===== src/rom_check_settings.svh =====
// Build-time constants for the ROM integrity checker, included by the package, lanes, top and TB
`ifndef ROM_CHECK_SETTINGS_SVH
`define ROM_CHECK_SETTINGS_SVH

// Number of 32-bit words in the ROM image
`define ROM_CHECK_DEPTH 32

// Number of expected-digest words at the top of ROM, one hash lane per word
`define ROM_CHECK_TOP 4

// Word address width on the Wishbone port and width of a lane index
`define ROM_CHECK_ADDR_W 16
`define ROM_CHECK_IDX_W 8

// Lane mix constants; lane i starts from LANE_INIT xor i
`define ROM_CHECK_LANE_INIT 32'h6a09e667
`define ROM_CHECK_LANE_ADD 32'h9e3779b9

`endif


===== src/rom_check_pkg.sv =====
// Shared types for the ROM integrity checker, imported by every RTL module and the testbench
`include "rom_check_settings.svh"

package rom_check_pkg;

  // One ROM word, also the size of one digest word
  typedef logic [31:0] rom_word_t;

  // Word address on the bus and the index of a digest lane
  typedef logic [`ROM_CHECK_ADDR_W-1:0] wb_addr_t;
  typedef logic [`ROM_CHECK_IDX_W-1:0]  lane_idx_t;

  // Wishbone classic, master to slave
  typedef struct packed {
    logic     cyc;
    logic     stb;
    logic     we;
    wb_addr_t adr;
  } wb_req_t;

  // Wishbone classic, slave to master
  typedef struct packed {
    logic      ack;
    logic      err;
    rom_word_t dat;
  } wb_rsp_t;

  // Broadcast from the sequencer to every lane
  typedef struct packed {
    logic      valid;
    logic      is_low;
    logic      is_top;
    lane_idx_t top_idx;
    logic      clear;
    logic      check;
    rom_word_t word;
  } lane_feed_t;

  // Per-lane verdict, match only means something once done is set
  typedef struct packed {
    logic done;
    logic match;
  } lane_res_t;

  // Checker FSM states; the order is the normal path, Invalid is terminal
  typedef enum logic [2:0] {
    ReadLow,
    ReadHigh,
    Checking,
    Done,
    Invalid
  } seq_state_e;

endpackage


===== src/rom_check_lane.sv =====
// One hash lane: mixes low ROM words into a digest word and compares it with its expected word
`timescale 1ns/1ns
`include "rom_check_settings.svh"

module rom_check_lane
  import rom_check_pkg::*;
#(
  parameter int LaneIdx = 0
) (
  input  logic       clk_i,
  input  logic       rst_ni,
  input  lane_feed_t feed_i,
  output rom_word_t  digest_o,
  output lane_res_t  res_o
);

  // Each lane rotates by a different amount so the lanes diverge
  localparam int Rot = (LaneIdx + 1) % 32;
  localparam rom_word_t InitVal = `ROM_CHECK_LANE_INIT ^ rom_word_t'(LaneIdx);

  rom_word_t digest_q, exp_q;
  rom_word_t mix_in, mixed;
  logic      my_top;
  logic      seen_q, done_q, match_q;

  // Rotate-xor-add step
  assign mix_in = digest_q ^ feed_i.word;
  assign mixed  = ((mix_in << Rot) | (mix_in >> (32 - Rot))) + `ROM_CHECK_LANE_ADD;

  assign my_top = feed_i.valid && feed_i.is_top && (feed_i.top_idx == lane_idx_t'(LaneIdx));

  always_ff @(posedge clk_i) begin
    if (feed_i.clear) begin
      digest_q <= InitVal;
    end else if (feed_i.valid && feed_i.is_low) begin
      digest_q <= mixed;
    end
    if (my_top) begin
      exp_q <= feed_i.word;
    end
  end

  always_ff @(posedge clk_i or negedge rst_ni) begin
    if (!rst_ni) begin
      seen_q  <= 1'b0;
      done_q  <= 1'b0;
      match_q <= 1'b0;
    end else if (feed_i.clear) begin
      seen_q  <= 1'b0;
      done_q  <= 1'b0;
      match_q <= 1'b0;
    end else begin
      if (my_top) begin
        seen_q <= 1'b1;
      end
      // Match needs the expected word to have actually been read
      if (feed_i.check) begin
        done_q  <= 1'b1;
        match_q <= seen_q && (exp_q == digest_q);
      end
    end
  end

  assign digest_o = digest_q;
  assign res_o    = '{done: done_q, match: match_q};

  // The sequencer must never ask for a compare while a word is still arriving
  assert property (@(posedge clk_i) disable iff (!rst_ni) feed_i.check |-> !feed_i.valid);

endmodule


===== src/rom_check_seq.sv =====
// Checker FSM that reads the whole ROM over Wishbone and broadcasts each word to the hash lanes
`timescale 1ns/1ns

module rom_check_seq
  import rom_check_pkg::*;
#(
  parameter int RomDepth = 32,
  parameter int TopCount = 4
) (
  input  logic       clk_i,
  input  logic       rst_ni,
  output wb_req_t    wb_req_o,
  input  wb_rsp_t    wb_rsp_i,
  output lane_feed_t feed_o,
  input  logic       verdict_done_i,
  output logic       in_done_o,
  output logic       bus_owned_o,
  output logic       alert_o
);

  // First expected-digest address, and the last word of each region
  localparam wb_addr_t TopStart = wb_addr_t'(RomDepth - TopCount);
  localparam wb_addr_t LastLow  = wb_addr_t'(RomDepth - TopCount - 1);
  localparam wb_addr_t LastAddr = wb_addr_t'(RomDepth - 1);

  seq_state_e state_d, state_q;
  wb_addr_t   addr_q;
  wb_addr_t   top_off;
  logic       cyc_q, stb_q;
  logic       check_q, clear_q;
  logic       xfer_ack, xfer_err, stray_rsp, early_verdict;

  // A transfer ends with ack or err while stb is up; err wins if both appear
  assign xfer_ack  = stb_q & wb_rsp_i.ack & ~wb_rsp_i.err;
  assign xfer_err  = stb_q & wb_rsp_i.err;
  // The slave must stay quiet while no strobe is out
  assign stray_rsp = ~stb_q & (wb_rsp_i.ack | wb_rsp_i.err);
  // Lanes can only finish after we have pulsed check
  assign early_verdict = verdict_done_i & ~(state_q inside {Checking, Done});

  always_comb begin
    state_d = state_q;
    case (state_q)
      ReadLow: begin
        if (xfer_ack && addr_q == LastLow) begin
          state_d = ReadHigh;
        end
      end
      ReadHigh: begin
        if (xfer_ack && addr_q == LastAddr) begin
          state_d = Checking;
        end
      end
      Checking: begin
        if (verdict_done_i) begin
          state_d = Done;
        end
      end
      Done: begin
        state_d = Done;
      end
      default: begin
        state_d = Invalid;
      end
    endcase
    // Any bus error or consistency fault is terminal
    if (xfer_err || stray_rsp || early_verdict) begin
      state_d = Invalid;
    end
  end

  always_ff @(posedge clk_i or negedge rst_ni) begin
    if (!rst_ni) begin
      state_q <= ReadLow;
      addr_q  <= '0;
      cyc_q   <= 1'b0;
      stb_q   <= 1'b0;
      check_q <= 1'b0;
      clear_q <= 1'b1;
    end else begin
      state_q <= state_d;
      // Lanes restart in the first cycle out of reset, before any word can arrive
      clear_q <= 1'b0;
      // One-cycle check pulse right after the final word is taken
      check_q <= (state_q == ReadHigh) && (state_d == Checking);
      if (state_d inside {ReadLow, ReadHigh}) begin
        // Cyc stays up for the whole read, stb gaps one cycle after every ack
        cyc_q <= 1'b1;
        if (xfer_ack) begin
          stb_q  <= 1'b0;
          addr_q <= addr_q + 1'b1;
        end else if (!stb_q) begin
          stb_q <= 1'b1;
        end
      end else begin
        cyc_q <= 1'b0;
        stb_q <= 1'b0;
      end
    end
  end

  assign wb_req_o = '{cyc: cyc_q, stb: stb_q, we: 1'b0, adr: addr_q};

  // Offset into the digest region, only meaningful for top addresses
  assign top_off = addr_q - TopStart;

  // The returned word goes to all lanes in the ack cycle itself
  assign feed_o.valid   = xfer_ack;
  assign feed_o.is_low  = xfer_ack & (addr_q < TopStart);
  assign feed_o.is_top  = xfer_ack & (addr_q >= TopStart);
  assign feed_o.top_idx = lane_idx_t'(top_off);
  assign feed_o.clear   = clear_q;
  assign feed_o.check   = check_q;
  assign feed_o.word    = wb_rsp_i.dat;

  // Done is reported in the same cycle the verdict arrives, so the flag is not a cycle late
  assign in_done_o = (state_q == Done) || (state_q == Checking && verdict_done_i);

  // We own the ROM bus from reset until the check completes
  assign bus_owned_o = ~in_done_o;

  assign alert_o = (state_q == Invalid);

  // A strobe is only ever raised inside an open cycle
  assert property (@(posedge clk_i) disable iff (!rst_ni) wb_req_o.stb |-> wb_req_o.cyc);

  // While the slave holds us in wait states the address must not move
  assert property (@(posedge clk_i) disable iff (!rst_ni)
    (wb_req_o.stb && !wb_rsp_i.ack && !wb_rsp_i.err) |=> $stable(wb_req_o.adr));

  // Every expected word must land in an existing lane
  assert property (@(posedge clk_i) disable iff (!rst_ni)
    (feed_o.valid && feed_o.is_top) |-> (int'(feed_o.top_idx) < TopCount));

endmodule


===== src/rom_check_top.sv =====
// Top level of the ROM integrity checker: sequencer, one hash lane per digest word and the verdict
`timescale 1ns/1ns
`include "rom_check_settings.svh"

module rom_check_top
  import rom_check_pkg::*;
#(
  parameter int RomDepth = `ROM_CHECK_DEPTH,
  parameter int TopCount = `ROM_CHECK_TOP
) (
  input  logic                      clk_i,
  input  logic                      rst_ni,
  output wb_req_t                   wb_req_o,
  input  wb_rsp_t                   wb_rsp_i,
  output logic                      done_o,
  output logic                      good_o,
  output logic                      alert_o,
  output logic                      bus_owned_o,
  output rom_word_t [TopCount-1:0] digest_o
);

  lane_feed_t               feed;
  lane_res_t [TopCount-1:0] lane_res;
  logic                     verdict_done;
  logic                     seq_alert, verdict_alert;

  rom_check_seq #(
    .RomDepth (RomDepth),
    .TopCount (TopCount)
  ) u_seq (
    .clk_i          (clk_i),
    .rst_ni         (rst_ni),
    .wb_req_o       (wb_req_o),
    .wb_rsp_i       (wb_rsp_i),
    .feed_o         (feed),
    .verdict_done_i (verdict_done),
    .in_done_o      (done_o),
    .bus_owned_o    (bus_owned_o),
    .alert_o        (seq_alert)
  );

  // Every lane sees the same broadcast and picks its own expected word
  for (genvar i = 0; i < TopCount; i++) begin : g_lane
    rom_check_lane #(
      .LaneIdx (i)
    ) u_lane (
      .clk_i    (clk_i),
      .rst_ni   (rst_ni),
      .feed_i   (feed),
      .digest_o (digest_o[i]),
      .res_o    (lane_res[i])
    );
  end

  rom_check_verdict #(
    .TopCount (TopCount)
  ) u_verdict (
    .clk_i   (clk_i),
    .rst_ni  (rst_ni),
    .res_i   (lane_res),
    .done_o  (verdict_done),
    .good_o  (good_o),
    .alert_o (verdict_alert)
  );

  assign alert_o = seq_alert | verdict_alert;

endmodule


===== src/rom_check_verdict.sv =====
// Gathers all lane results into one registered done/good pair and flags inconsistent lanes
`timescale 1ns/1ns

module rom_check_verdict
  import rom_check_pkg::*;
#(
  parameter int TopCount = 4
) (
  input  logic                      clk_i,
  input  logic                      rst_ni,
  input  lane_res_t [TopCount-1:0] res_i,
  output logic                      done_o,
  output logic                      good_o,
  output logic                      alert_o
);

  logic [TopCount-1:0] done_bits, match_bits;
  lane_res_t [TopCount-1:0] res_q;
  logic all_done, any_done, changed;
  logic done_q, good_q, alert_q;

  always_comb begin
    for (int i = 0; i < TopCount; i++) begin
      done_bits[i]  = res_i[i].done;
      match_bits[i] = res_i[i].match;
    end
  end

  assign all_done = &done_bits;
  assign any_done = |done_bits;
  // After the verdict is taken no lane may change its answer
  assign changed  = done_q && (res_i != res_q);

  // Snapshot of last cycle's results for the change check
  always_ff @(posedge clk_i) begin
    res_q <= res_i;
  end

  always_ff @(posedge clk_i or negedge rst_ni) begin
    if (!rst_ni) begin
      done_q  <= 1'b0;
      good_q  <= 1'b0;
      alert_q <= 1'b0;
    end else begin
      if (all_done && !done_q) begin
        done_q <= 1'b1;
        good_q <= &match_bits;
      end
      // Lanes all see the same check pulse, so a partial done is a fault
      if ((any_done && !all_done) || changed) begin
        alert_q <= 1'b1;
      end
    end
  end

  assign done_o  = done_q;
  assign good_o  = good_q;
  assign alert_o = alert_q;

endmodule


===== config.mk =====
export PLATFORM = sky130hd
export DESIGN_NAME = rom_check_top
export DESIGN_NICKNAME = d
export VERILOG_FILES = /design/src/rom_check_pkg.sv /design/src/rom_check_lane.sv /design/src/rom_check_seq.sv /design/src/rom_check_top.sv /design/src/rom_check_verdict.sv
export VERILOG_INCLUDE_DIRS = /design/src
export SDC_FILE = /design/constraint.sdc
export NUM_CORES = 1
export LEC_CHECK = 0
export BUFFER_PORTS_ARGS = -buffer_cell sky130_fd_sc_hd__buf_2
export CORE_ASPECT_RATIO = 1.25
export CORE_MARGIN = 8
export CORE_UTILIZATION = 35
export DETAILED_ROUTE_END_ITERATION = 8
export SETUP_SLACK_MARGIN = 0.15
export SYNTH_ARGS = -nofsm -noshare
export SYNTH_HDL_FRONTEND = slang
export SYNTH_SLANG_ARGS = --single-unit
export TNS_END_PERCENT = 10

===== constraint.sdc =====
create_clock -name clk_i -period 5.7 [get_ports clk_i]
set_clock_uncertainty 0.1 [all_clocks]
set_input_delay 1.14 -clock clk_i [delete_from_list [all_inputs] [get_ports clk_i]]
set_output_delay 1.14 -clock clk_i [all_outputs]
set_load 0.01 [all_outputs]

### After elaboration in Yosys (flattened, before gate mapping)

Cells that the tools add are included.

| word-level totals | value |
|---|---|
| register bits | 296 |
| input bits | 36 |
| output and inout port bits | 151 |

| cells by class | value |
|---|---|
| add/subtract/negate cells | 6 |
| $lt $le $gt $ge | 2 |
| eq/ne operators | 16 |
| muxes and demuxes | 26 |
| bitwise logic cells | 21 |
| reductions and logical operators | 32 |

Operators by type and width:

| operator | count |
|---|---|
| $add A32 B32 Y32 const B | 4 |
| $eq A32 B32 Y1 | 4 |
| $xor A32 B32 Y32 | 4 |
| $eq A16 B5 Y1 const B | 2 |
| $or A32 B1 Y32 | 1 |
| $or A32 B2 Y32 | 1 |
| $or A32 B3 Y32 | 1 |
| $or A32 B4 Y32 | 1 |
| $mux W1 | 21 |
| $add A16 B1 Y16 const B | 1 |
| $eq A8 B2 Y1 const B | 2 |
| $ge A16 B5 Y1 const B | 1 |
| $logic_and A1 B1 Y1 | 16 |
| $lt A16 B5 Y1 const B | 1 |
| $reduce_bool A2 Y1 | 7 |
| $mux W3 | 4 |
| $pmux W3 S4 | 1 |
| $eq A3 B2 Y1 const B | 3 |
| $eq A8 B1 Y1 const B | 1 |
| $logic_not A8 Y1 | 1 |
| $ne A8 B8 Y1 | 1 |
| $sub A8 B5 Y8 const B | 1 |
| $and A1 B1 Y1 | 7 |
| $eq A3 B1 Y1 const B | 2 |
| 8 further kinds | 15 |

### Longest topological paths before layout

| depth | value |
|---|---|
| depth in word-level cells | 9 |
| mapped depth | 10 |
| gate-level depth less buffers | 9 |

### Hierarchy

From an unflattened synthesis, not the netlist that was laid out.

| unflattened totals | value |
|---|---|
| cells, all modules | 1659 |
| area total of the unflattened synthesis | 16662.2 um2 |

By module, submodules not included:

| module | times used | cells an instance | area each (um2) | seq. area each (um2) |
|---|---|---|---|---|
| rom_check_lane at g_lane[3].u_lane | 1 | 366 | 3702.3 | 1676.6 |
| rom_check_lane at g_lane[2].u_lane | 1 | 366 | 3699.8 | 1676.6 |
| rom_check_lane at g_lane[1].u_lane | 1 | 369 | 3686.0 | 1676.6 |
| rom_check_lane at g_lane[0].u_lane | 1 | 363 | 3637.2 | 1676.6 |
| rom_check_seq | 1 | 164 | 1560.2 | 576.8 |
| rom_check_verdict | 1 | 30 | 370.4 | 235.2 |
| rom_check_top | 1 | 1 | 6.3 | 0.0 |

### Worst setup path before layout

OpenSTA, ideal clock, no wires.

| path | value |
|---|---|
| path type | input -> register |
| from | in wb_rsp_i[32] (netlist name) |
| to | reg u_seq.addr_q[9] |
| arrival time | 6168 ps |
| required time | 5520 ps |
| slack | -648 ps |
| cell stages on the path | 8 |
| buffers on the path | 0 |
| cells stage by stage | nand3b_1 nor4_1 a31oi_1 o21bai_1 inv_2 and3_1 nand4_1 xnor2_1 |

| on the way | value |
|---|---|
| cells in the longest elaborated chain, start to end | 9 |
| elaborated cells between the ends (all ways) | 17 |
| those cells by class | eq/ne (1); mux (4); bitwise (5); reduce/logical (7) |

RTL lines:

| element | RTL line | text |
|---|---|---|
| start, declared | rom_check_top.sv:14 | `input wb_rsp_t wb_rsp_i,` |
| $not A1 Y1 | rom_check_seq.sv:34 | `assign xfer_ack = stb_q & wb_rsp_i.ack & ~wb_rsp_i.err;` |
| $and A1 B1 Y1 | rom_check_seq.sv:34 |  |
| $logic_and A1 B1 Y1, on equally long branches | rom_check_seq.sv:50, rom_check_seq.sv:45 |  |
| $mux W3, on equally long branches | rom_check_seq.sv:50, rom_check_seq.sv:45 |  |
| $pmux W3 S4 | rom_check_seq.sv:43 | `case (state_q)` |
| $mux W3 | rom_check_seq.sv:67 | `if (xfer_err \|\| stray_rsp \|\| early_verdict) begin` |
| $eq A3 B1 Y1 or $logic_not A3 Y1 (tied branches) | rom_check_seq.sv:86 | `if (state_d inside {ReadLow, ReadHigh}) begin` |
| $reduce_bool A2 Y1 | rom_check_seq.sv:86 |  |
| $reduce_and A2 Y1 (no source line) * | - |  |
| end signal, assigned | rom_check_seq.sv:91 | `addr_q <= addr_q + 1'b1;` |
| end, declared | rom_check_seq.sv:27 | `wb_addr_t addr_q;` |

Mark *: on every way between the ends. The rest lies on a longest branch, timed or not.
A chain may end at the register's enable or synchronous reset.

### Worst setup path in the final report

| path | value |
|---|---|
| from | reg u_seq.addr_q[8] |
| to | reg g_lane[0].u_lane.digest_q[28] |

| on the way | value |
|---|---|
| cells in the longest elaborated chain, start to end | 3 |

RTL lines:

| element | RTL line | text |
|---|---|---|
| $lt A16 B5 Y1 | rom_check_seq.sv:109 | `assign feed_o.is_low = xfer_ack & (addr_q < TopStart);` |
| $and A1 B1 Y1 | rom_check_seq.sv:109 |  |
| $logic_and A1 B1 Y1 | rom_check_lane.sv:35 | `end else if (feed_i.valid && feed_i.is_low) begin` |
| end signal, assigned | rom_check_lane.sv:34 | `digest_q <= InitVal;` |
| end signal, assigned | rom_check_lane.sv:36 | `digest_q <= mixed;` |
| end, declared | rom_check_lane.sv:21 | `rom_word_t digest_q, exp_q;` |

Every way passes these cells.

==> run metrics <==
crit path max fanout=48; critical path class=register to register; most common cell after layout, fill and taps aside=xor2_1; Mapped Area=15700 um2; CTS tree=done; Post-DP HPWL=40300 um; HP Class=register to register; clk sinks=296; vias per inst=5.54; Yosys cell types=74; most frequent cells in the layout=199 x xor2_1, 185 x buf_2, 173 x xnor2_1, 134 x nand2_1, 133 x dfxtp_1; Worst EP arrival=3.83 ns; vias in the first global route=12288; P_leak=0.00683 uW; Mapped Avg Cell Area=9.87 um2; total CTS buffers=31; Core Footprint=44700 um2; crit path max-delay cell type=nor2_1; H-tree Lvls=1; nets@finish=1786; status=completed; Final Cycle Share=60.2%; PwrDens=257 nW/um2; initial core utilization=35.1%; Hold Fails Final Rpt=0; Layout area overhead=15.8%; largest net degree at the start of global routing=77; CTS Hold Buffers Added=0; register area share after synthesis=47.0%; Synth Register Bits=296; Top FF cell, synth=dfxtp_1; Hold Path End=u_verdict.res_q[6]; TNS Setup=0 ns; Post-CTS Setup Bufs=0; fmax=291 MHz; Hold Path Origin=g_lane[3].u_lane.match_q; first-pass GRT wire length=80500 um; hold path depth=0; cell row count=87; Die W=205 um; Reg2Reg Depth=6; GRT Util Overall=20.2%; WL final=54500 um; crit end category=register; Final Critical Period=3.43 ns; Post-synth EDFFs=128; max-slew violation count=0; Top cell by count, worst path=nor2_1; number of routed nets with antenna violations=0; delay of the slowest critical-path stage=0.87 ns; Clock transition at path regs=0.07 ns; Critical Path RT=6.10 ns; Die H=253 um; Ys Warns=0; RSZ-0062 raised after global routing=false; buffer levels on the longest clock path=3; setup violators final=0; vias=12986; antenna violations before repair=2; max cap viols=0; RD Place Congestion=0.916; post-CTS sizing=0; R2R setup slack=2.27 ns; Worst R2R Start=u_seq.addr_q[8]; Tot Pwr=4680 uW; asr flop ratio synth=11.8%; clk_lat worst skew=0.58 ns; Syn Inst Count=1592; DRT iter0 DRCs=1072; # IOs=187; CP Cell Sequence=or4_1, nor2_1, nand3_4, nor2_1, o211ai_1, o221ai_1; WL per Instance=23.2 um; GRT overflow=0; I/O Buffers=185; DRC viols=0; Slew headroom=29.4%; die area=52000 um2; layout cells sized above 1=14.6%; Worst Setup Start Kind=register; r2r endpoint=g_lane[0].u_lane.digest_o[28]; fillers=4405; worst slew pin tran=1.06 ns; Peak supply drop=0.245 mV; Pre-antenna DRT Iters=7; root cell of the clock tree=clkbuf_16
[layout make-up]
type	instances	area, um2	area share, %
Antenna cell	1	2.50	0.0138
Clock buffer	45	930	5.11
Multi-Input combinational cell	1195	7940	43.7
Timing Repair Buffer	195	1000	5.50
Sequential cell	296	7380	40.6
Inverter	23	86.3	0.474
Tap cell	578	723	3.97
Clock inverter	13	126	0.694
[state kept, by name, summed over array words and instances, names as in the netlist]
signal / flops
u_seq.clear_q: 1
u_verdict.good_o: 1
g_lane.u_lane.seen_q: 4
g_lane.u_lane.match_q: 4
u_verdict.done_o: 1
g_lane.u_lane.done_q: 1
u_seq.cyc_q: 1
u_seq.addr_q: 16
g_lane.u_lane.digest_o: 128
u_seq.stb_q: 1
u_seq.check_q: 1
u_verdict.res_q: 5
u_verdict.alert_o: 1
g_lane.u_lane.exp_q: 128
u_seq.state_q: 3
[through the flow]
step                instance area [um2]  utilization [%]  setup slack, ns  hold slack, ns  cells
floorplan                         15700                -            0.879           0.305   1593
global placement                  17100             38.3             1.84           0.321   2287
detailed placement                17100             38.3             1.81           0.328   2287
CTS                               18200             40.7             2.23           0.342   2345
global route                      18200             40.7             2.10           0.355   2346
finish                            18200             40.7             2.27           0.336   2346
[metal layers]
| layer | global-route usage [%] | part of all wire [%] | vias to the layer above |
|---|---|---|---|
| li1 | - | - | 6031 |
| met1 | 27.3 | 45 | 6457 |
| met2 | 33.2 | 47 | 421 |
| met3 | 3.66 | 6.6 | 75 |
| met4 | 4.74 | 2.1 | 2 |
| met5 | 0 | 0.022 | - |
[cell families after synthesis]
kind of cell,count (synthesis),share of synthesized area [%]
flops,296,47.0
xor+xnor,374,20.9
mux,4,0.263
simple gates,481,14.6
buf+inv,102,2.65
compound gates,326,13.8
other cells,1,0.0239
fa+ha+maj,8,0.637
[critical path: cells and delay by family, from the launching register on]
| kind | cells | cell delay (ns) |
|---|---|---|
| and+or+nand+nor | 4 | 2.40 |
| DFF | 1 | 0.42 |
| AOI/OAI and AO/OA | 2 | 0.39 |
[cells in the mapped netlist (all sizes together) (3+ instances only)]
master	instances	area, um2
o21ai	71	355
edfxtp	128	3840
nor2	107	402
o311ai	10	87.6
o211ai	46	345
a22o	3	26.3
o21bai	3	22.5
o221ai	3	26.3
ha	8	100
xnor2	174	1530
nand3	52	260
a221o	3	30.0
a31oi	14	93.8
a21o	10	75.1
a311o	4	40.0
clkbuf	60	225
a21oi	74	370
dfrtp	34	851
and2	13	81.3
or3	14	87.6
nor3	49	245
a211oi	24	185
o2111ai	3	26.3
o21a	11	82.6
mux2i	3	30.0
or2	3	18.8
a211o	4	35.0
nor4	39	244
a2111o	3	33.8
a2111oi	7	61.3
nand4	36	225
buf	19	105
xor2	200	1760
dfxtp	133	2660
or4	3	22.5
inv	23	86.3
o31ai	7	52.6
and3	15	93.8
a311oi	7	61.3
nand2	134	503
nand2b	7	43.8
[report_power, final]
group          switching [uW]  internal [uW]
clock                     886           1220
sequential              0.338           2210
combinational             255            103
total                    1140           3540
[worst max path at each step]
stage                          startpoint                             to  slack [ns]
final                     u_seq.addr_q[8]  g_lane[0].u_lane.digest_o[28]        2.27
after floorplan              wb_rsp_i[32]                u_seq.addr_q[9]        0.88
after global placement       wb_rsp_i[32]  g_lane[0].u_lane.digest_o[28]        1.84
after detailed placement     wb_rsp_i[32]  g_lane[0].u_lane.digest_o[28]        1.81
after CTS                 u_seq.addr_q[8]  g_lane[0].u_lane.digest_o[28]        2.23
after global routing      u_seq.addr_q[8]  g_lane[0].u_lane.digest_o[28]        2.10
Power figures use the tool's default switching activity.
